**config.mk**
```make
export PLATFORM = sky130hd
export DESIGN_NAME = dbus_load_align
export DESIGN_NICKNAME = d
export VERILOG_FILES = /design/src/common/dbus_pkg.sv /design/src/dbus/dbus_load_align.sv
export VERILOG_INCLUDE_DIRS = /design/src /design/src/common
export SDC_FILE = /design/constraint.sdc
export NUM_CORES = 1
export LEC_CHECK = 0
export ABC_CLOCK_PERIOD_IN_PS = 800
export BUFFER_PORTS_ARGS = -buffer_cell sky130_fd_sc_hd__buf_2
export CORE_ASPECT_RATIO = 0.75
export CORE_MARGIN = 5
export CORE_UTILIZATION = 31
export CTS_BUF_LIST = sky130_fd_sc_hd__clkbuf_16
export CTS_CLUSTER_SIZE = 40
export DETAILED_ROUTE_END_ITERATION = 16
export GPL_TIMING_DRIVEN = 0
export PLACE_DENSITY = 0.66
export SLEW_MARGIN = 5
export SYNTH_ARGS = -nofsm -noshare
export SYNTH_HDL_FRONTEND = slang
export SYNTH_SLANG_ARGS = --single-unit
```
**constraint.sdc**
```tcl
create_clock -name clk -period 0.8 [get_ports clk]
set_input_delay 0.16 -clock clk [delete_from_list [all_inputs] [get_ports clk]]
set_output_delay 0.16 -clock clk [all_outputs]
set_load 0.05 [all_outputs]
```
**src/common/dbus_params.svh**
```systemverilog
// ------------------------------
// Data bus parameters
//   bus widths
//   address map for DMEM and GPIO
//   GPIO register indices
//   request buffer depth
// ------------------------------

`ifndef DBUS_PARAMS_SVH
`define DBUS_PARAMS_SVH

`define DBUS_ADDR_WIDTH     32
`define DBUS_DATA_WIDTH     32

// Data memory at 0x0000_0000 .. 0x0000_03FF
`define DMEM_REGION_MATCH   22'h0
`define DMEM_WORDS          256

// GPIO page at 0x8000_0000
`define GPIO_SEL_MATCH      20'h80000
`define GPIO_REG_OUT        10'd0
`define GPIO_REG_DIR        10'd1
`define GPIO_REG_IN         10'd2

// Also the initial credit count of the core
`define DBUS_FIFO_DEPTH     4

`endif
```
**src/common/dbus_pkg.sv**
```systemverilog
// ------------------------------
// Data bus shared types
//   ld_ops_e    load kinds
//   st_ops_e    store kinds
//   dbus_addr_u two views of one
//               bus address
// ------------------------------

package dbus_pkg;

    typedef enum logic [2:0] {
        LD_OPS_NONE = 3'b000,
        LD_OPS_LB   = 3'b001,
        LD_OPS_LBU  = 3'b010,
        LD_OPS_LH   = 3'b011,
        LD_OPS_LHU  = 3'b100,
        LD_OPS_LW   = 3'b101
    } ld_ops_e;

    typedef enum logic [1:0] {
        ST_OPS_NONE = 2'b00,
        ST_OPS_SB   = 2'b01,
        ST_OPS_SH   = 2'b10,
        ST_OPS_SW   = 2'b11
    } st_ops_e;

    // Memory view, 1 KB region
    typedef struct packed {
        logic [21:0] region;
        logic [7:0]  word_idx;
        logic [1:0]  byte_off;
    } dmem_addr_s;

    // Peripheral view, 4 KB page
    typedef struct packed {
        logic [19:0] sel;
        logic [9:0]  reg_idx;
        logic [1:0]  byte_off;
    } peri_addr_s;

    typedef union packed {
        dmem_addr_s mem;
        peri_addr_s peri;
    } dbus_addr_u;

endpackage : dbus_pkg

```
**src/dbus/dbus_load_align.sv**
```systemverilog
// ------------------------------
// Load alignment
//   byte and half-word select
//   sign or zero extension
//   registered core response
// ------------------------------

`timescale 1ns/1ns
`include "dbus_params.svh"

module dbus_load_align (
    input  logic                          clk,
    input  logic                          rst_n_i,
    input  logic                          rsp_pending_i,
    input  dbus_pkg::ld_ops_e             rsp_ld_ops_i,
    input  logic [1:0]                    rsp_byte_off_i,
    input  logic                          rsp_err_i,
    input  logic [`DBUS_DATA_WIDTH-1:0]   rsp_rdata_i,
    output logic                          rsp_valid_o,
    output logic [`DBUS_DATA_WIDTH-1:0]   rsp_data_o,
    output logic                          rsp_err_o
);

    logic [7:0]                  ld_byte;
    logic [15:0]                 ld_half;
    logic [`DBUS_DATA_WIDTH-1:0] ld_data;

    assign ld_byte = rsp_rdata_i[{rsp_byte_off_i, 3'b000} +: 8];
    assign ld_half = rsp_byte_off_i[1] ? rsp_rdata_i[31:16] : rsp_rdata_i[15:0];

    always_comb begin
        case (rsp_ld_ops_i)
            dbus_pkg::LD_OPS_LB:  ld_data = {{(`DBUS_DATA_WIDTH-8){ld_byte[7]}}, ld_byte};
            dbus_pkg::LD_OPS_LBU: ld_data = {{(`DBUS_DATA_WIDTH-8){1'b0}}, ld_byte};
            dbus_pkg::LD_OPS_LH:  ld_data = {{(`DBUS_DATA_WIDTH-16){ld_half[15]}}, ld_half};
            dbus_pkg::LD_OPS_LHU: ld_data = {{(`DBUS_DATA_WIDTH-16){1'b0}}, ld_half};
            dbus_pkg::LD_OPS_LW:  ld_data = rsp_rdata_i;
            default:              ld_data = '0;   // Stores return zero
        endcase
        if (rsp_err_i) ld_data = '0;
    end

    always_ff @(posedge clk or negedge rst_n_i) begin
        if (!rst_n_i) begin
            rsp_valid_o <= 1'b0;
            rsp_err_o   <= 1'b0;
        end else begin
            rsp_valid_o <= rsp_pending_i;
            rsp_err_o   <= rsp_pending_i & rsp_err_i;
        end
    end

    always_ff @(posedge clk) begin
        rsp_data_o <= ld_data;
    end

    // Core never issues a misaligned half-word load
    a_half_aligned : assert property (
        @(posedge clk) disable iff (!rst_n_i)
        (rsp_pending_i && (rsp_ld_ops_i inside {dbus_pkg::LD_OPS_LH, dbus_pkg::LD_OPS_LHU}))
            |-> !rsp_byte_off_i[0]
    );

endmodule : dbus_load_align

```
; ---- Word-level counts from Yosys, hierarchy flattened
; Cells that the tools add are included.
; Widths: inputs -> output; s select.
[word_totals]
in_bits = 41
reg_bits = 34
mem_count = 0
romBits = 0
latch_bits = 0
mem_bits_rw = 0
[op_classes]
shifts = 1
eq_ne = 5
n_bitwise = 1
magnitude_cmp = 0
addsub = 0
muxes = 2
div = 0
n_mul = 0
reduce_logical = 0
[ops]
columns = op, n
row1 = $pmux 32 s5, 1
row2 = $shiftx 32x6->8, 1
row3 = $mux 16, 1
row4 = $eq 3x2->1 const B, 2
row5 = $eq 3x3->1 const B, 2
row6 = $eq 3x1->1 const B, 1
row7 = $and 1x1->1, 1

; ---- Longest topological paths before layout
[logic_depth]
ltp_word = 2
ltp_mapped = 8

; ---- Least setup slack after synthesis
; Ideal clock, no wire load.
[synth_path]
kind = input to register
start = input port rsp_byte_off_i[0]
end = register rsp_data_o[17]
setup_slack_ns = -0.771
n_path_buf = 2
arrival_ns = 1.502
path_stages = 7
setup_time_ns = 0.069
cell_sequence = mux2i_1 mux2_2 or4b_4 buf_6 o31a_4 buf_8 a21oi_2
[synth_via]
elab_chain_cells = 2
[synth_lines]
columns = element, line
row1 = from (decl), dbus_load_align.sv:16  ; input logic [1:0] rsp_byte_off_i,
row2 = $shiftx 32x6->8, dbus_load_align.sv:28  ; assign ld_byte = rsp_rdata_i[{rsp_byte_off_i, 3'b000} +: 8];
row3 = $pmux 32 s5, dbus_load_align.sv:32  ; case (rsp_ld_ops_i)
row4 = to (signal assigned), dbus_load_align.sv:54  ; rsp_data_o <= ld_data;
row5 = to (decl), dbus_load_align.sv:20  ; output logic [`DBUS_DATA_WIDTH-1:0] rsp_data_o,
; Every way passes these cells.
; A chain may end at the register's enable or synchronous reset.

; ---- Worst setup path in the final report
[layout_path]
start = input port rsp_byte_off_i[0]
end = register rsp_data_o[26]
; Same word-level chain as after synthesis.

==> results.json <==
{
  "drt-initial-drc-count": 100,
  "syn_area_per_cell_um2": 8.16,
  "grt_overflow_total": 0,
  "slowest_stage": "or4b_4",
  "slowest_delay_ns": 0.49,
  "yosys-top-cells-area": "dfxtp_1, nand2_1, a21oi_1",
  "cts_buffer_depth": 2,
  "io_buffers": 72,
  "fin_tns_setup_ns": -19.46,
  "leakage_nw": 1.39,
  "cp_num_cells": 7,
  "synth_edf_count": 0,
  "instances_no_fill": 383,
  "ys.flop_type": "dfxtp_1",
  "synth_top_area_cell": "dfxtp_1",
  "multi_input_area_um2": 1170,
  "initial_utilization_pct": 32.4,
  "nets": 348,
  "worstPathCellList": "buf_8, mux2i_1, mux2_4, or4b_4, o31a_4, buf_8, a21oi_2",
  "intPower_w": 0.00428,
  "area_growth_pct": 88.6,
  "dpl.cell_count": 362,
  "num_io_pins": 75,
  "antenna_cells": 0,
  "hold_violations": 1,
  "power_density_nw_per_um2": 1780,
  "finalWorstSetupSlack_ns": -0.589,
  "violations": "hold timing, setup timing",
  "status": "complete, but fails checks",
  "synth_cell_type_count": 34,
  "synthesis.area_um2": 1760,
  "grt_antenna_before_repair": 0,
  "synth_top_area_share_pct": 36.5,
  "crit_family": "simple AND/OR/NAND/NOR gates",
  "layout-drive-gt1-share_pct": 62.0,
  "seq_area_um2": 731,
  "grt_start_max_net_pins": 12,
  "startpoint_type": "input pin",
  "num_rows": 23,
  "viasPerCell": 5.10,
  "ant_nets": 0,
  "numCtsBuffers": 5,
  "drcViolationCount": 0,
  "vdd_ir_drop_max_mv": 0.735,
  "fp.dieW_um": 96.9,
  "vias": 1955,
  "setup_violations": 66,
  "wl_um": 6380,
  "grt_pass1_wl_um": 10300,
  "p_sw_w": 0.00162,
  "hold_path_class": "in -> reg",
  "clk_pin_slew_ns": 0.06,
  "avgRoutedWirePerCell_um": 16.7,
  "syn_inst": 215,
  "fin_crit_sh_pct": 174,
  "synth-async-reset-ratio_pct": 5.88,
  "grt_use_total_pct": 17.9,
  "maxCapViolCount": 0,
  "worst_ep_required_time_ns": 1.01,
  "ys_seq_area_share_pct": 39.3,
  "cts.sinks": 34,
  "grt_pass1_vias": 2105,
  "yosysWarnings": 0,
  "coreArea_um2": 5410,
  "cp.arrival_ns": 1.60,
  "swShare_pct": 27.5,
  "h-tree-depth": 2,
  "power.share.sequential_pct": 31.2,
  "dieArea_um2": 7280,
  "whs_ns": -0.000792,
  "period_needed_ns": 1.39,
  "cpMostUsedCell": "buf_8",
  "path_max_fanout": 6,
  "rsz0062_at_grt": "yes",
  "dp_hpwl_um": 4170,
  "fillers": 439,
  "pwr-share-comb_pct": 26.2,
  "synthesis.nets": 256,
  "cts_root_buffer": "clkbuf_16",
  "final_util_pct": 61.2,
  "fmax_mhz": 720,
  "max-slew-margin-rel_pct": 67.8,
  "clock_power_share_pct": 42.6,
  "worst-setup-path-type": "in -> reg",
  "place.gp.congestion": 0.862,
  "tightest_slew_ns": 0.483,
  "ys_ff_latch": 34,
  "critPathBufInv": 2,
  "die_height_um": 75.2,
  "drv_slew": 0,
  "drtPass1Iterations": 4,
  "finalPower_w": 0.00590,
  "holdPathStages": 1,
  "cp-end-kind": "register",
  "cts_tree": "yes"
}
## synthesized netlist by cell type (all sizes together), types with 2 or more instances
library cell,count
clkbuf,13
a21o,8
a221oi,5
o21ai,11
a21oi,34
a31oi,9
dfrtp,2
nor2b,17
buf,5
dfxtp,32
nand2,45
nand2b,4
mux2,6
mux2i,2
nor2,7
and2,2
## layout make-up
type	count	area share, %
inverters	1	0.189
repair buffers	88	28.2
clock buffers	5	3.78
plain buffers	15	5.59
multi-input cells	162	35.4
well taps	75	2.83
flip-flops and latches	34	22.1
clock inverters	3	1.93
## registers in the layout, summed over array words and instances (netlist names)
signal and flops:
rsp_data_o 32, rsp_err_o 1, rsp_valid_o 1
## power by group through the flow
stage	Combinational [W]	Clock (W)	Sequential, W
3_3_place_gp	0.00108	0	0.00183
5_1_grt	0.00163	0.00261	0.00185
4_1_cts	0.00147	0.00251	0.00183
6_report	0.00154	0.00251	0.00184
2_1_floorplan	0.000482	0	0.00211
3_5_place_dp	0.00109	0	0.00183
## stage by stage
step                instance area (um^2)  worst slack [ns]
floorplan                           1850            -0.769
global placement                    2300             -1.05
detailed placement                  2300             -1.07
CTS                                 3210            -0.614
global route                        3310            -0.628
finish                              3310            -0.589
## final timing paths
path,from,to,slack [ns]
max in group asynchronous,rst_n_i,rsp_valid_o$_DFF_PN0_,0.53
max,rsp_byte_off_i[0],rsp_data_o[26]$_SDFF_PP0_,-0.59
min in group asynchronous,rst_n_i,rsp_err_o$_DFF_PN0_,0.18
min,rsp_pending_i,rsp_valid_o$_DFF_PN0_,-0.0008
## logic make-up after synthesis
group                  Yosys count  share of synthesized area, %
buffers and inverters           19                          5.27
flip-flops                      34                          39.3
XOR/XNOR                         1                         0.499
AND/OR/NAND/NOR                 80                          21.7
AO/OA/AOI/OAI                   72                          26.7
multiplexers                     9                          6.49
## metal layers
| metal | part of all wire [%] | track usage (%) |
|---|---|---|
| met3 | 6.4 | 4.72 |
| met5 | 0 | 0 |
| met2 | 49 | 32.0 |
| met4 | 1.5 | 5.92 |
| met1 | 43 | 21.5 |
## timing repair
| action | CTS | global route |
|---|---|---|
| endpoints found under the hold margin | 2 | 0 |
| hold buffers | 1 | 0 |
| setup endpoints to repair | 66 | 66 |
| gates resized for setup | 173 | 30 |
| cloned | 3 | 0 |
| pin swaps | 10 | 6 |
| buffers inserted | 11 | 2 |
## layout by cell type, fill, tap and decap left out, drive strengths merged, types with 4 or more instances in the layout
| cell | instances |
|---|---|
| buf | 93 |
| nand2 | 45 |
| a21oi | 34 |
| dfxtp | 32 |
| nor2b | 17 |
| clkbuf | 13 |
| o21ai | 11 |
| a31oi | 9 |
| a21o | 8 |
| nor2 | 7 |
| mux2 | 6 |
| a221oi | 5 |
| nand2b | 4 |
No activity file was read; power rests on OpenSTA's default activity.
