===== src/common/dbus_params.svh =====
// ------------------------------
// Data bus parameters
//   bus widths
//   address map for DMEM and GPIO
//   GPIO register indices
//   request buffer depth
// ------------------------------

`ifndef DBUS_PARAMS_SVH
`define DBUS_PARAMS_SVH

`define DBUS_ADDR_WIDTH     32
`define DBUS_DATA_WIDTH     32

// Data memory at 0x0000_0000 .. 0x0000_03FF
`define DMEM_REGION_MATCH   22'h0
`define DMEM_WORDS          256

// GPIO page at 0x8000_0000
`define GPIO_SEL_MATCH      20'h80000
`define GPIO_REG_OUT        10'd0
`define GPIO_REG_DIR        10'd1
`define GPIO_REG_IN         10'd2

// Also the initial credit count of the core
`define DBUS_FIFO_DEPTH     4

`endif

===== src/common/dbus_pkg.sv =====
// ------------------------------
// Data bus shared types
//   ld_ops_e    load kinds
//   st_ops_e    store kinds
//   dbus_addr_u two views of one
//               bus address
// ------------------------------

package dbus_pkg;

    typedef enum logic [2:0] {
        LD_OPS_NONE = 3'b000,
        LD_OPS_LB   = 3'b001,
        LD_OPS_LBU  = 3'b010,
        LD_OPS_LH   = 3'b011,
        LD_OPS_LHU  = 3'b100,
        LD_OPS_LW   = 3'b101
    } ld_ops_e;

    typedef enum logic [1:0] {
        ST_OPS_NONE = 2'b00,
        ST_OPS_SB   = 2'b01,
        ST_OPS_SH   = 2'b10,
        ST_OPS_SW   = 2'b11
    } st_ops_e;

    // Memory view, 1 KB region
    typedef struct packed {
        logic [21:0] region;
        logic [7:0]  word_idx;
        logic [1:0]  byte_off;
    } dmem_addr_s;

    // Peripheral view, 4 KB page
    typedef struct packed {
        logic [19:0] sel;
        logic [9:0]  reg_idx;
        logic [1:0]  byte_off;
    } peri_addr_s;

    typedef union packed {
        dmem_addr_s mem;
        peri_addr_s peri;
    } dbus_addr_u;

endpackage : dbus_pkg


===== src/logic/dbus_req_fifo.sv =====
// ------------------------------
// Core-side request buffer
//   circular FIFO of requests
//   one credit pulse per pop
// ------------------------------

`timescale 1ns/1ns
`include "dbus_params.svh"

module dbus_req_fifo (
    input  logic                         clk,
    input  logic                         rst_n_i,
    input  logic                         req_valid_i,
    input  logic [`DBUS_ADDR_WIDTH-1:0]  req_addr_i,
    input  logic [`DBUS_DATA_WIDTH-1:0]  req_wdata_i,
    input  dbus_pkg::ld_ops_e            req_ld_ops_i,
    input  dbus_pkg::st_ops_e            req_st_ops_i,
    output logic                         credit_o,
    output logic                         head_valid_o,
    output logic [`DBUS_ADDR_WIDTH-1:0]  head_addr_o,
    output logic [`DBUS_DATA_WIDTH-1:0]  head_wdata_o,
    output dbus_pkg::ld_ops_e            head_ld_ops_o,
    output dbus_pkg::st_ops_e            head_st_ops_o
);

    localparam int DEPTH = `DBUS_FIFO_DEPTH;
    localparam int PTR_W = (DEPTH > 1) ? $clog2(DEPTH) : 1;
    localparam int CNT_W = $clog2(DEPTH + 1);

    logic [`DBUS_ADDR_WIDTH-1:0] addr_mem  [DEPTH];
    logic [`DBUS_DATA_WIDTH-1:0] wdata_mem [DEPTH];
    dbus_pkg::ld_ops_e           ld_mem    [DEPTH];
    dbus_pkg::st_ops_e           st_mem    [DEPTH];

    logic [PTR_W-1:0] wr_ptr;
    logic [PTR_W-1:0] rd_ptr;
    logic [CNT_W-1:0] count;
    logic             push;
    logic             pop;

    // Wrap explicitly so any depth works
    function automatic logic [PTR_W-1:0] ptr_next(input logic [PTR_W-1:0] ptr);
        return (ptr == PTR_W'(DEPTH - 1)) ? '0 : ptr + 1'b1;
    endfunction

    assign push         = req_valid_i;
    assign head_valid_o = (count != '0);
    assign pop          = head_valid_o;   // Targets never stall

    always_ff @(posedge clk or negedge rst_n_i) begin
        if (!rst_n_i) begin
            wr_ptr   <= '0;
            rd_ptr   <= '0;
            count    <= '0;
            credit_o <= 1'b0;
        end else begin
            if (push) wr_ptr <= ptr_next(wr_ptr);
            if (pop)  rd_ptr <= ptr_next(rd_ptr);
            case ({push, pop})
                2'b10:   count <= count + 1'b1;
                2'b01:   count <= count - 1'b1;
                default: count <= count;
            endcase
            credit_o <= pop;   // One credit back per entry popped
        end
    end

    always_ff @(posedge clk) begin
        if (push) begin
            addr_mem[wr_ptr]  <= req_addr_i;
            wdata_mem[wr_ptr] <= req_wdata_i;
            ld_mem[wr_ptr]    <= req_ld_ops_i;
            st_mem[wr_ptr]    <= req_st_ops_i;
        end
    end

    assign head_addr_o   = addr_mem[rd_ptr];
    assign head_wdata_o  = wdata_mem[rd_ptr];
    assign head_ld_ops_o = ld_mem[rd_ptr];
    assign head_st_ops_o = st_mem[rd_ptr];

    // Core must hold a credit to push
    a_no_push_full : assert property (
        @(posedge clk) disable iff (!rst_n_i)
        push |-> (count != CNT_W'(DEPTH))
    );

endmodule : dbus_req_fifo


===== config.mk =====
export PLATFORM = sky130hd
export DESIGN_NAME = dbus_req_fifo
export DESIGN_NICKNAME = d
export VERILOG_FILES = /design/src/common/dbus_pkg.sv /design/src/logic/dbus_req_fifo.sv
export VERILOG_INCLUDE_DIRS = /design/src /design/src/common
export SDC_FILE = /design/constraint.sdc
export NUM_CORES = 1
export LEC_CHECK = 0
export ABC_AREA = 1
export CAP_MARGIN = 10
export CORE_MARGIN = 2
export CORE_UTILIZATION = 63
export DETAILED_ROUTE_END_ITERATION = 16
export DONT_BUFFER_PORTS = 1
export PLACE_DENSITY = 0.8
export REMOVE_ABC_BUFFERS = 1
export SYNTH_ARGS = -nofsm -noshare
export SYNTH_HDL_FRONTEND = slang
export SYNTH_SLANG_ARGS = --single-unit

===== constraint.sdc =====
create_clock -name clk -period 3.3 [get_ports clk]
set_input_delay 0.33 -clock clk [delete_from_list [all_inputs] [get_ports clk]]
set_output_delay 0.33 -clock clk [all_outputs]
set_load 0.05 [all_outputs]

---- After elaboration in Yosys (flattened, before gate mapping) ----
Memories as Yosys holds them, arrays and structs flattened.
Index checks and enable logic that the tools add are counted.
storage, ports and cells
  register bits after elaboration ......... 8
  memory bits (writable) .................. 276
  input bits .............................. 72
  logic and storage cells ................. 23
  memories kept ........................... 4
cells by class
  $add $sub $neg .......................... 4
  equal/unequal tests ..................... 4
  multiplexer cells ....................... 5
  reductions and logical operators ........ 2
memories
  name       words  bits a word  read ports  clocked after Yosys merged registers in  wr ports  RTL line             source
  addr_mem   4      32           1           0                                        1         dbus_req_fifo.sv:30  logic [`DBUS_ADDR_WIDTH-1:0] addr_mem [DEPTH];
  wdata_mem  4      32           1           0                                        1         dbus_req_fifo.sv:31  logic [`DBUS_DATA_WIDTH-1:0] wdata_mem [DEPTH];
  ld_mem     4      3            1           0                                        1         dbus_req_fifo.sv:32  dbus_pkg::ld_ops_e ld_mem [DEPTH];
  st_mem     4      2            1           0                                        1         dbus_req_fifo.sv:33  dbus_pkg::st_ops_e st_mem [DEPTH];
operators by type and width
  cell                                               count
  == test 2 bit (second input constant)              3
  one-hot mux 3 bit (2 select lines)                 1
  adder 2 x 1 -> 2 bit (second input constant)       2
  2-to-1 mux 2 bit                                   2
  adder 3 x 1 -> 3 bit (second input constant)       1
  nonzero test 3 bit                                 1
  subtractor 3 x 1 -> 3 bit (second input constant)  1
  == test 2 x 1 -> 1 bit (second input constant)     1
  2-to-1 mux 1 bit                                   2
  nonzero test 2 bit                                 1

---- Logic depth before layout (Yosys ltp) ----
  depth after elaboration ................. 3
  depth in mapped cells ................... 10
  mapped depth without buffers ............ 10

---- Least setup slack after synthesis ----
Ideal clock, no wire load.
  path kind ............................... register to register
  start point ............................. register wr_ptr[0]
  end point ............................... memory addr_mem[2][0] in the netlist's numbering (enable)
  arrival ................................. 2.026 ns
  required time ........................... 2.877 ns
  slack ................................... 0.851 ns
  stages on the path, launching flop included .. 5
  path buffers ............................ 0
  path through ............................ dfrtp_1 -> inv_1 -> ha_1 -> nand2_1 -> inv_1
RTL lines
  element                   RTL line             source
  start: declaration        dbus_req_fifo.sv:35  logic [PTR_W-1:0] wr_ptr;
  start signal: assignment  dbus_req_fifo.sv:57  if (push) wr_ptr <= ptr_next(wr_ptr);
  end: declaration          dbus_req_fifo.sv:30
No word-level cell before the write port.

---- Worst setup path in the final report ----
  start point ............................. register rd_ptr[0]
  end point ............................... output head_wdata_o[5]
on the way
  longest elaborated chain between the ends .. 1
RTL lines
  element                   RTL line             source
  start: declaration        dbus_req_fifo.sv:36  logic [PTR_W-1:0] rd_ptr;
  start signal: assignment  dbus_req_fifo.sv:58  if (pop) rd_ptr <= ptr_next(rd_ptr);
  memory (4 x 32 bit)       -
  end: declaration          dbus_req_fifo.sv:21  output logic [`DBUS_DATA_WIDTH-1:0] head_wdata_o,
No other way between the ends.

==> qor.txt <==
Combinational cell fraction of total power: 0.396
Leading cell type in the layout, fill and taps excluded: edfxtp_1
Placer Congestion: 0.705
Worst r2r src: wr_ptr[0]
Switch Pwr: 5.63 mW
CTS tree: built
Wire length on met3: 1.16 mm
Largest net degree at the start of global routing: 112
Critical path startpoint category: register
Routed Antenna Nets: 0
Flop pwr share: 0.370
WP data arrival: 2460 ps
PostCTS Resize Cnt: 0
Final hold vios: 0
Layout Utilization: 0.740
Leak pwr: 5.12 nW
Outcome: finished clean
Max-cap viol count: 0
Worst min path class: primary input to asynchronous set/reset pin
Mean Syn Cell Area: 13.2 µm²
Slew @ Worst Pin: 878 ps
Area Growth Syn to Fin: 16.2%
Grt ovf: 0
Hpwl dp: 10.9 mm
CP endpoint kind: output pin
Max-slew violations: 0
Hold buffers post-CTS: 71
Sw Share: 0.434
Antenna violations before repair: 1
Bufs on Longest Clock Path: 3
DR vias: 6444
Unrepaired setup endpoints after global routing: no
Synth cell types: 18
Reg2reg path depth: 5
Clock Power Share: 0.234
Max layer used: met4
Sink Count: 284
Die width: 138 µm
FF+latch count, synth: 284
First-pass GRT wire length: 32.5 mm
M1 WL: 8.19 mm
CP Max Fanout: 111
Required @ worst endpoint: 2970 ps
Fin Clk Skew: 12.5 ps
Final nets: 1009
Routed WL: 20.2 mm
Skew-Pair Late Insertion Delay: 520 ps
Drt pass-1 iters: 4
Vias in the first global route: 6434
FF-to-FF setup slack: 1370 ps
Crit share post-route: 0.844
CTS Buf Count: 28
Post-Syn Instances: 859
Internal: 7.34 mW
Core Footprint: 17800 µm²
R2r endpoint: wdata_mem[2][19]
DRT iter0 DRCs: 357
Post-CTS setup buffer count: 0
CTS H-tree lvls: 1
Clk slew on worst S/H paths: 60 ps
IO Port Bufs: 0
Register area share after synthesis: 0.750
Most frequent cells in the layout: edfxtp_1, nand2_1, inv_1, o211ai_1, dlygate4sd3_1
All-layer global routing usage: 0.214
Met2 wire length: 10.4 mm
Setup CP Type: register to output pin
Ports: 143
Clock period minus worst slack: 2790 ps
Max IR drop VDD: 883 µV
FMAX: 359 MHz
Layout cell share with drive strength beyond 1: 0.0633
Final setup violation count: 0
Synth Warn #: 0
PD cells: 986 nW/µm²
Post-Syn Area: 11300 µm²
Full die area: 19100 µm²
Die Y: 138 µm
Clock Tree Root: clkbuf_16
Number of remaining DRC errors: 0
Routed vias/inst: 5.47
Starting Density: 0.637
Post-Place Cell Area: 11500 µm²
WL per Instance: 17.2 µm
# rows: 49
Slew margin rel.: 0.415
Post-route cell area: 13200 µm²
==> layer usage <==
| layer | track usage | vias to the layer above |
|---|---|---|
| met5 | 0 | - |
| met3 | 0.0454 | 31 |
| met2 | 0.384 | 179 |
| met4 | 0.0612 | 0 |
| li1 | - | 3147 |
| met1 | 0.265 | 3087 |
==> state kept, by name (all words and copies together) (netlist names) <==
name / count
addr_mem: 128
count: 3
credit_o: 1
ld_mem: 12
rd_ptr: 2
st_mem: 8
wdata_mem: 128
wr_ptr: 2
==> cell families (layout without fill, tap and decap cells) <==
kind of cell             count (synthesis)  in the layout  synth area share
AND/OR/NAND/NOR                        225            225            0.0751
AO/OA/AOI/OAI                          143            143            0.0937
flip-flops                             284            284             0.750
other                                    0              1                 0
XOR/XNOR                                 1              1          0.000774
adder cells (fa/ha/maj)                  7              7           0.00840
buffers and inverters                  199            288            0.0721
==> through the flow <==
stage	total power, mW	hold WS [ps]	setup WS, ps	TNS (ps)	std cells
floorplan	9.09	34.4	-183	-11590	813
global placement	9.81	34.8	1100	0	1058
detailed placement	9.91	34.7	1070	0	1058
CTS	13.0	174	505	0	1177
global route	13.6	196	326	0	1178
finish	13.0	183	514	0	1178
==> power by group through the flow <==
stage,Clock [mW],Sequential [mW],Combinational [mW]
CTS,3.08,4.80,5.15
global route,3.24,4.85,5.52
global placement,0,4.85,4.96
detailed placement,0,4.87,5.04
floorplan,0,4.94,4.15
finish,3.03,4.80,5.13
==> critical path, cell delays in order, from the launching register on <==
cell	delay [ps]
dfrtp_1	450
inv_8	400
buf_4	450
o211ai_1	120
nand2_1	420
==> cells in the mapped netlist <==
master,n,share of area
o211ai_1,138,0.092
dfrtp_1,8,0.018
nor2_1,1,0.00033
edfxtp_1,276,0.73
nand2_1,221,0.073
ha_1,6,0.0066
buf_6,3,0.0030
o21ai_0,4,0.0018
fa_1,1,0.0018
buf_2,31,0.014
clkbuf_1,10,0.0033
xnor2_1,1,0.00077
nand4_1,1,0.00055
inv_1,151,0.050
inv_2,2,0.00066
o21ai_1,1,0.00044
buf_4,2,0.0013
nand3_1,2,0.00088
==> area by class of cell <==
type | count | area [µm²]
Sequential cell | 284 | 8490
Antenna cell | 1 | 2.50
Fill cell | 1096 | 4630
Inverter | 153 | 587
Timing Repair Buffer | 87 | 881
Clock inverter | 15 | 153
Tap cell | 229 | 287
Multi-Input combinational cell | 376 | 2010
Clock buffer | 33 | 741
==> how the worst max path moves through the flow <==
stage | from | to | slack, ps | cells after the start
detailed placement | rd_ptr[0] | head_wdata_o[5] | 1070 | 4
global route | rd_ptr[0] | head_wdata_o[1] | 330 | 5
CTS | rd_ptr[0] | head_wdata_o[4] | 510 | 4
floorplan | rd_ptr[0] | head_wdata_o[30] | -180 | 4
finish | rd_ptr[0] | head_wdata_o[5] | 510 | 4
global placement | rd_ptr[0] | head_addr_o[26] | 1100 | 4
Note: power is estimated with default switching activity, not from simulation.
