$ cat config.mk
export PLATFORM = sky130hd
export DESIGN_NAME = dbus_interconnect
export DESIGN_NICKNAME = d
export VERILOG_FILES = /design/src/common/dbus_pkg.sv /design/src/dbus/dbus_interconnect.sv
export VERILOG_INCLUDE_DIRS = /design/src /design/src/common
export SDC_FILE = /design/constraint.sdc
export NUM_CORES = 1
export LEC_CHECK = 0
export BUFFER_PORTS_ARGS = -buffer_cell sky130_fd_sc_hd__buf_2
export CORE_AREA = 5 5 92 94
export CTS_CLUSTER_DIAMETER = 200
export DETAILED_ROUTE_END_ITERATION = 7
export DIE_AREA = 0 0 97 99
export HOLD_SLACK_MARGIN = 0.12
export MAX_ROUTING_LAYER = met4
export PLACE_DENSITY_LB_ADDON = 0.2
export SLEW_MARGIN = 20
export SYNTH_ARGS = -nofsm -noshare
export SYNTH_HDL_FRONTEND = slang
export SYNTH_SLANG_ARGS = --single-unit
export TNS_END_PERCENT = 30
$ cat constraint.sdc
create_clock -name clk -period 1.26 [get_ports clk]
set_input_delay 0.063 -clock clk [delete_from_list [all_inputs] [get_ports clk]]
set_output_delay 0.063 -clock clk [all_outputs]
set_load 0.02 [all_outputs]
$ cat src/common/dbus_params.svh
// ------------------------------
// Data bus parameters
//   bus widths
//   address map for DMEM and GPIO
//   GPIO register indices
//   request buffer depth
// ------------------------------

`ifndef DBUS_PARAMS_SVH
`define DBUS_PARAMS_SVH

`define DBUS_ADDR_WIDTH     32
`define DBUS_DATA_WIDTH     32

// Data memory at 0x0000_0000 .. 0x0000_03FF
`define DMEM_REGION_MATCH   22'h0
`define DMEM_WORDS          256

// GPIO page at 0x8000_0000
`define GPIO_SEL_MATCH      20'h80000
`define GPIO_REG_OUT        10'd0
`define GPIO_REG_DIR        10'd1
`define GPIO_REG_IN         10'd2

// Also the initial credit count of the core
`define DBUS_FIFO_DEPTH     4

`endif
$ cat src/common/dbus_pkg.sv
// ------------------------------
// Data bus shared types
//   ld_ops_e    load kinds
//   st_ops_e    store kinds
//   dbus_addr_u two views of one
//               bus address
// ------------------------------

package dbus_pkg;

    typedef enum logic [2:0] {
        LD_OPS_NONE = 3'b000,
        LD_OPS_LB   = 3'b001,
        LD_OPS_LBU  = 3'b010,
        LD_OPS_LH   = 3'b011,
        LD_OPS_LHU  = 3'b100,
        LD_OPS_LW   = 3'b101
    } ld_ops_e;

    typedef enum logic [1:0] {
        ST_OPS_NONE = 2'b00,
        ST_OPS_SB   = 2'b01,
        ST_OPS_SH   = 2'b10,
        ST_OPS_SW   = 2'b11
    } st_ops_e;

    // Memory view, 1 KB region
    typedef struct packed {
        logic [21:0] region;
        logic [7:0]  word_idx;
        logic [1:0]  byte_off;
    } dmem_addr_s;

    // Peripheral view, 4 KB page
    typedef struct packed {
        logic [19:0] sel;
        logic [9:0]  reg_idx;
        logic [1:0]  byte_off;
    } peri_addr_s;

    typedef union packed {
        dmem_addr_s mem;
        peri_addr_s peri;
    } dbus_addr_u;

endpackage : dbus_pkg

$ cat src/dbus/dbus_interconnect.sv
// ------------------------------
// Data bus interconnect
//   address decode, DMEM first
//   store lane steering and BE
//   registered response info
//   read data return mux
// ------------------------------

`timescale 1ns/1ns
`include "dbus_params.svh"

module dbus_interconnect (
    input  logic                          clk,
    input  logic                          rst_n_i,
    input  logic                          head_valid_i,
    input  logic [`DBUS_ADDR_WIDTH-1:0]   head_addr_i,
    input  logic [`DBUS_DATA_WIDTH-1:0]   head_wdata_i,
    input  dbus_pkg::ld_ops_e             head_ld_ops_i,
    input  dbus_pkg::st_ops_e             head_st_ops_i,
    input  logic [`DBUS_DATA_WIDTH-1:0]   dmem_rdata_i,
    input  logic [`DBUS_DATA_WIDTH-1:0]   gpio_rdata_i,
    output logic [`DBUS_ADDR_WIDTH-1:0]   bus_addr_o,
    output logic [`DBUS_DATA_WIDTH-1:0]   bus_wdata_o,
    output logic [3:0]                    bus_be_o,
    output logic                          bus_wen_o,
    output logic                          dmem_sel_o,
    output logic                          gpio_sel_o,
    output logic                          rsp_pending_o,
    output dbus_pkg::ld_ops_e             rsp_ld_ops_o,
    output logic [1:0]                    rsp_byte_off_o,
    output logic                          rsp_err_o,
    output logic [`DBUS_DATA_WIDTH-1:0]   rsp_rdata_o
);

    dbus_pkg::dbus_addr_u addr_u;
    logic                 ld_req;
    logic                 st_req;
    logic                 dbus_req;
    logic                 dmem_match;
    logic                 gpio_match;
    logic                 dmem_sel_q;
    logic                 gpio_sel_q;

    assign addr_u   = head_addr_i;
    assign ld_req   = (head_ld_ops_i != dbus_pkg::LD_OPS_NONE);
    assign st_req   = (head_st_ops_i != dbus_pkg::ST_OPS_NONE);
    assign dbus_req = head_valid_i & (ld_req | st_req);

    assign dmem_match = (addr_u.mem.region == `DMEM_REGION_MATCH);
    assign gpio_match = (addr_u.peri.sel == `GPIO_SEL_MATCH);

    // DMEM has priority over GPIO
    always_comb begin
        dmem_sel_o = 1'b0;
        gpio_sel_o = 1'b0;
        if (dmem_match & dbus_req) begin
            dmem_sel_o = 1'b1;
        end else if (gpio_match & dbus_req) begin
            gpio_sel_o = 1'b1;
        end
    end

    // Steer store data into its byte lanes
    always_comb begin
        bus_wdata_o = '0;
        bus_be_o    = 4'b0000;
        case (head_st_ops_i)
            dbus_pkg::ST_OPS_SB: begin
                bus_wdata_o[{addr_u.mem.byte_off, 3'b000} +: 8] = head_wdata_i[7:0];
                bus_be_o = 4'b0001 << addr_u.mem.byte_off;
            end
            dbus_pkg::ST_OPS_SH: begin
                if (addr_u.mem.byte_off[1]) begin
                    bus_wdata_o[31:16] = head_wdata_i[15:0];
                    bus_be_o           = 4'b1100;
                end else begin
                    bus_wdata_o[15:0] = head_wdata_i[15:0];
                    bus_be_o          = 4'b0011;
                end
            end
            dbus_pkg::ST_OPS_SW: begin
                bus_wdata_o = head_wdata_i;
                bus_be_o    = 4'b1111;
            end
            default: begin
            end
        endcase
    end

    assign bus_addr_o = head_addr_i;
    assign bus_wen_o  = head_valid_i & st_req;   // Targets qualify with their select

    // Remember the request for the response cycle
    always_ff @(posedge clk or negedge rst_n_i) begin
        if (!rst_n_i) begin
            rsp_pending_o  <= 1'b0;
            rsp_ld_ops_o   <= dbus_pkg::LD_OPS_NONE;
            rsp_byte_off_o <= 2'b00;
            rsp_err_o      <= 1'b0;
            dmem_sel_q     <= 1'b0;
            gpio_sel_q     <= 1'b0;
        end else begin
            rsp_pending_o  <= head_valid_i;
            rsp_ld_ops_o   <= head_valid_i ? head_ld_ops_i : dbus_pkg::LD_OPS_NONE;
            rsp_byte_off_o <= addr_u.mem.byte_off;
            rsp_err_o      <= dbus_req & ~(dmem_sel_o | gpio_sel_o);   // Unmapped
            dmem_sel_q     <= dmem_sel_o;
            gpio_sel_q     <= gpio_sel_o;
        end
    end

    assign rsp_rdata_o = dmem_sel_q ? dmem_rdata_i
                       : gpio_sel_q ? gpio_rdata_i
                       : '0;

    // A valid head carries exactly one of a load or a store
    a_one_op : assert property (
        @(posedge clk) disable iff (!rst_n_i)
        head_valid_i |-> (ld_req ^ st_req)
    );

endmodule : dbus_interconnect

After elaboration in Yosys (flattened, before gate mapping)
Index checks and enable logic that the tools add are counted.

storage, ports and cells
  flip-flop bits (word level) = 9
  latch bits = 0
  memory bits (writable) = 0
  memory bits (read-only) = 0
  input port bits = 136
  output and inout bits = 110
  memories kept = 0

operators by class
  add/subtract/negate cells = 1
  multipliers = 0
  div/mod/pow operators = 0
  magnitude comparators = 0
  equality and inequality tests = 4
  shift operators = 3
  muxes and demuxes = 11
  bitwise logic cells = 9
  reductions and logical operators = 3

operators by type and width
  cell                                                                     number
  32-bit case mux with 3 select lines                                      1
  32-bit 2-to-1 mux                                                        2
  32-bit bitwise AND                                                       1
  16-bit 2-to-1 mux                                                        2
  8-bit by 7-bit variable shift with 32-bit output (first input constant)  1
  8-bit by 7-bit indexed part select with 32-bit output                    1
  22-bit logical NOT                                                       1
  20-bit == test (second input constant)                                   1
  4-bit case mux with 3 select lines                                       1
  5-bit negator with 7-bit output                                          1
  1-bit bitwise AND                                                        5
  2-bit == test (second input constant)                                    2
  4-bit 2-to-1 mux                                                         1
  1-bit by 2-bit left shift with 4-bit output (first input constant)       1
  1-bit 2-to-1 mux                                                         3
  3-bit 2-to-1 mux                                                         1
  3-bit nonzero test                                                       1
  2-bit by 1-bit == test with 1-bit output (second input constant)         1
  1-bit OR                                                                 2
  2-bit nonzero test                                                       1
  1-bit NOT                                                                1

Logic depth before layout (Yosys ltp)
  word-level depth = 9
  depth in mapped cells = 6
  mapped depth without buffers = 5

Worst setup path after synthesis
OpenSTA, ideal clock, no wires.

  kind = input -> register
  from = input head_addr_i[14]
  to = register dmem_sel_q
  setup time = 0.210 ns
  arrival = 1.324 ns
  required time = 1.050 ns
  setup slack = -0.274 ns
  stages on the path = 3
  path buffers = 0
  path through = nor4_1 -> nand4_1 -> nor4b_1

between the ends
  cells in the longest elaborated chain, start to end = 3

RTL lines
  element                              line                      source
  start, declared                      dbus_interconnect.sv:16   input logic [`DBUS_ADDR_WIDTH-1:0] head_addr_i,
  22-bit logical NOT (no source line)  -
  1-bit bitwise AND                    dbus_interconnect.sv:56   if (dmem_match & dbus_req) begin
  1-bit 2-to-1 mux                     dbus_interconnect.sv:56
  via dmem_sel_o                       dbus_interconnect.sv:26   output logic dmem_sel_o,
  end signal, assigned                 dbus_interconnect.sv:107  dmem_sel_q <= dmem_sel_o;
  end, declared                        dbus_interconnect.sv:41   logic dmem_sel_q;

The timed path passes the listed nets, and every way through them passes these cells.

Worst setup path in the final report
  from = register dmem_sel_q
  to = output rsp_rdata_o[26]

between the ends
  cells in the longest elaborated chain, start to end = 1

RTL lines
  element            line                      source
  32-bit 2-to-1 mux  dbus_interconnect.sv:112  assign rsp_rdata_o = dmem_sel_q ? dmem_rdata_i
  end, declared      dbus_interconnect.sv:32   output logic [`DBUS_DATA_WIDTH-1:0] rsp_rdata_o

Every way passes these cells.

==> results.yml <==
status:
  status: "finished, violations left"
  violations: "setup timing"
clocking:
  clock_sinks: 9
  htreeDepth: 1
  clkTransAtPathRegs_ns: 0.04
  cts_tree: "done"
  numCtsBuffers: 3
  clk_path_buf_depth: 2
  cts-root-buf: "clkbuf_8"
logic_synthesis:
  syn_area_per_cell_um2: 8.302
  syn_area_um2: 1503
  synth_cells: 181
  syn_nets: 323
  async_reset_ff_share_pct: 100.0
  ys_seq_area_share_pct: 14.99
  yosys_warnings: 0
  synth_cell_types: 31
  synth_edf_count: 0
  synthFlopType: "dfrtp_1"
  ys_ff_latch: 9
route:
  postRouteWirelength_mm: 8.149
  routed_via_density: 4.653
  ant_nets: 0
  via_count: 2322
  drcViolationCount: 0
  first_pass_iters: 4
  wl_per_cell_um: 16.33
  first_iter_violations: 57
finish:
  nets: 540
  drive_gt1_share_pct: 70.78
  syn_to_final_growth_pct: 117.7
  instances_no_fill: 499
  final_util_pct: 43.24
  antennaDiodeCount: 0
  fill_cells: 747
placement:
  io_buffers: 229
  place_congestion: 0.8594
  place_inst: 487
  hpwl_mm: 6.729
critical_path:
  path_class: "flip-flop to output pin"
  worstPathArrival_ns: 1.33
  slowest_delay_ns: 0.40
  startpoint_type: "flip-flop"
  cp_max_fo: 31
  worstSetupEndpointType: "output pin"
  crit_required_ns: 1.20
  path_cells: "nor2b_2, buf_12, a22o_1, clkbuf_4"
  crit_path_top_delay_cell: "dfrtp_1"
sta:
  hold_viol_final: 0
  postLayoutSetupSlackWorst_ns: -0.1342
  max_slew_margin_pct: 75.34
  drv_slew: 0
  rsz0062_at_grt: "true"
  fin_crit_sh_pct: 110.6
  fmax_mhz: 717.3
  finalSetupViolCount: 32
  finalCriticalPeriod_ns: 1.394
  tightest_slew_ns: 0.3700
global_route:
  grt_first_pass_wirelength_mm: 11.69
  track_usage_pct: 15.00
  antenna_found_initial: 0
  grt_pass1_vias: 2254
  grt_overflow: 0
  grt_max_degree: 34
floorplanning:
  die_area_um2: 9603
  initial_core_util_pct: 19.86
  io_pins: 246
  die_h_um: 99
  core_area_um2: 7567
  core.rowCount: 32
  fp.dieW_um: 97
run:
  cap_violations: 0
power:
  powerDensity_nw_per_um2: 464.5
  ir_drop_uv: 570.2
  power_leakage_nw: 1.795
min_path:
  hold_class: "primary input to flip-flop"
## Yosys cell counts (3+ instances only)
cell type  count  area, µm²
ha_1           6      75.07
nand2_1        3      11.26
nor4_1         4      25.02
and2_1         4      25.02
nor2_1         7      26.28
clkbuf_1       7      26.28
a21o_1         9      67.56
dfrtp_1        9      225.2
inv_1          5      18.77
buf_2          7      35.03
nor3_1         3      15.01
o21ai_0        4      20.02
a22o_1        53      464.2
buf_4         32      240.2
nor3b_1        7      52.55
## metrics by stage
step	TNS (ns)	total power [mW]	setup WS [ns]	cell area, µm²	hold WS (ns)
floorplan	-1.831	0.7285	-0.1112	1509	-0.2326
global placement	-3.060	1.052	-0.1157	2650	-0.07204
detailed placement	-3.398	1.058	-0.1367	2650	-0.06933
CTS	-3.020	1.465	-0.1447	2890	0.1262
global route	-4.321	1.610	-0.1900	3272	0.1260
finish	-2.174	1.520	-0.1342	3272	0.1153
## area by class of cell
class	instances	area, µm²	area share, %
repair buffers	259	1745	53.35
clock buffers	4	45.04	1.377
flip-flops and latches	9	225.2	6.883
well taps	102	127.6	3.901
multi-input cells	120	1100	33.61
inverters	5	28.78	0.8795
## routing by layer
metal | vias up | wire length [µm] | part of all wire, % | track usage (%)
met4 | 0 | 160 | 2.0 | 2.808
met5 | - | 0 | 0 | -
met1 | 1081 | 2898 | 36 | 16.05
met3 | 16 | 593 | 7.3 | 3.114
met2 | 126 | 4497 | 55 | 28.61
li1 | 1099 | - | - | -
## state kept, by name (all words and copies together) (netlist names)
| register | flops |
|---|---|
| gpio_sel_q | 1 |
| rsp_ld_ops_o | 3 |
| rsp_err_o | 1 |
| rsp_byte_off_o | 2 |
| rsp_pending_o | 1 |
| dmem_sel_q | 1 |
## worst max-delay path: cells and delay by family (launching register included)
family | cells | cell delay, ns
AND/OR/NAND/NOR | 1 | 0.16
buffers and inverters | 2 | 0.37
flip-flops | 1 | 0.40
AO/OA/AOI/OAI | 1 | 0.16
## layout by cell type, fill, tap and decap left out, types with 3 or more instances in the layout
cell type	count
buf_6	41
o21ai_0	4
a22o_1	53
clkbuf_8	3
dlygate4sd3_1	7
buf_4	46
and2_1	3
dfrtp_1	9
nand2_1	3
buf_2	161
nor2_1	7
a21o_1	9
nor3b_2	6
inv_1	3
## timing repair
item	in CTS	in global routing
hold buffers	8	0
resized for setup	36	110
cloned	0	0
setup buffers	0	1
pin swaps	5	20
endpoints found under the setup margin	66	64
hold endpoints to repair	17	0
## kinds of logic (layout without fill, tap and decap cells)
kind of cell	after synthesis	count (layout)	synth area share, %
AO/OA/AOI/OAI	77	77	42.46
adder cells (fa/ha/maj)	6	6	4.996
buffers and inverters	52	268	22.07
flip-flops	9	9	14.99
AND/OR/NAND/NOR	37	37	15.49
## report_power, final
part | switching [mW] | internal [mW]
Clock | 0.108 | 0.220
Combinational | 0.449 | 0.438
Sequential | 0.00295 | 0.302
Total | 0.560 | 0.959
## path summary, 6_finish.rpt
| kind | startpoint | endpoint | slack [ns] | depth (start not counted) |
|---|---|---|---|---|
| setup / recovery | dmem_sel_q$_DFF_PN0_ | rsp_rdata_o[26] | -0.13 | 4 |
| hold / removal | head_addr_i[31] | gpio_sel_q$_DFF_PN0_ | 0.12 | 3 |
| max in group asynchronous | rst_n_i | rsp_ld_ops_o[2]$_DFF_PN0_ | 0.86 | 2 |
| min in group asynchronous | rst_n_i | rsp_byte_off_o[1]$_DFF_PN0_ | 0.22 | 2 |
Note: power is estimated with default switching activity, not from simulation.
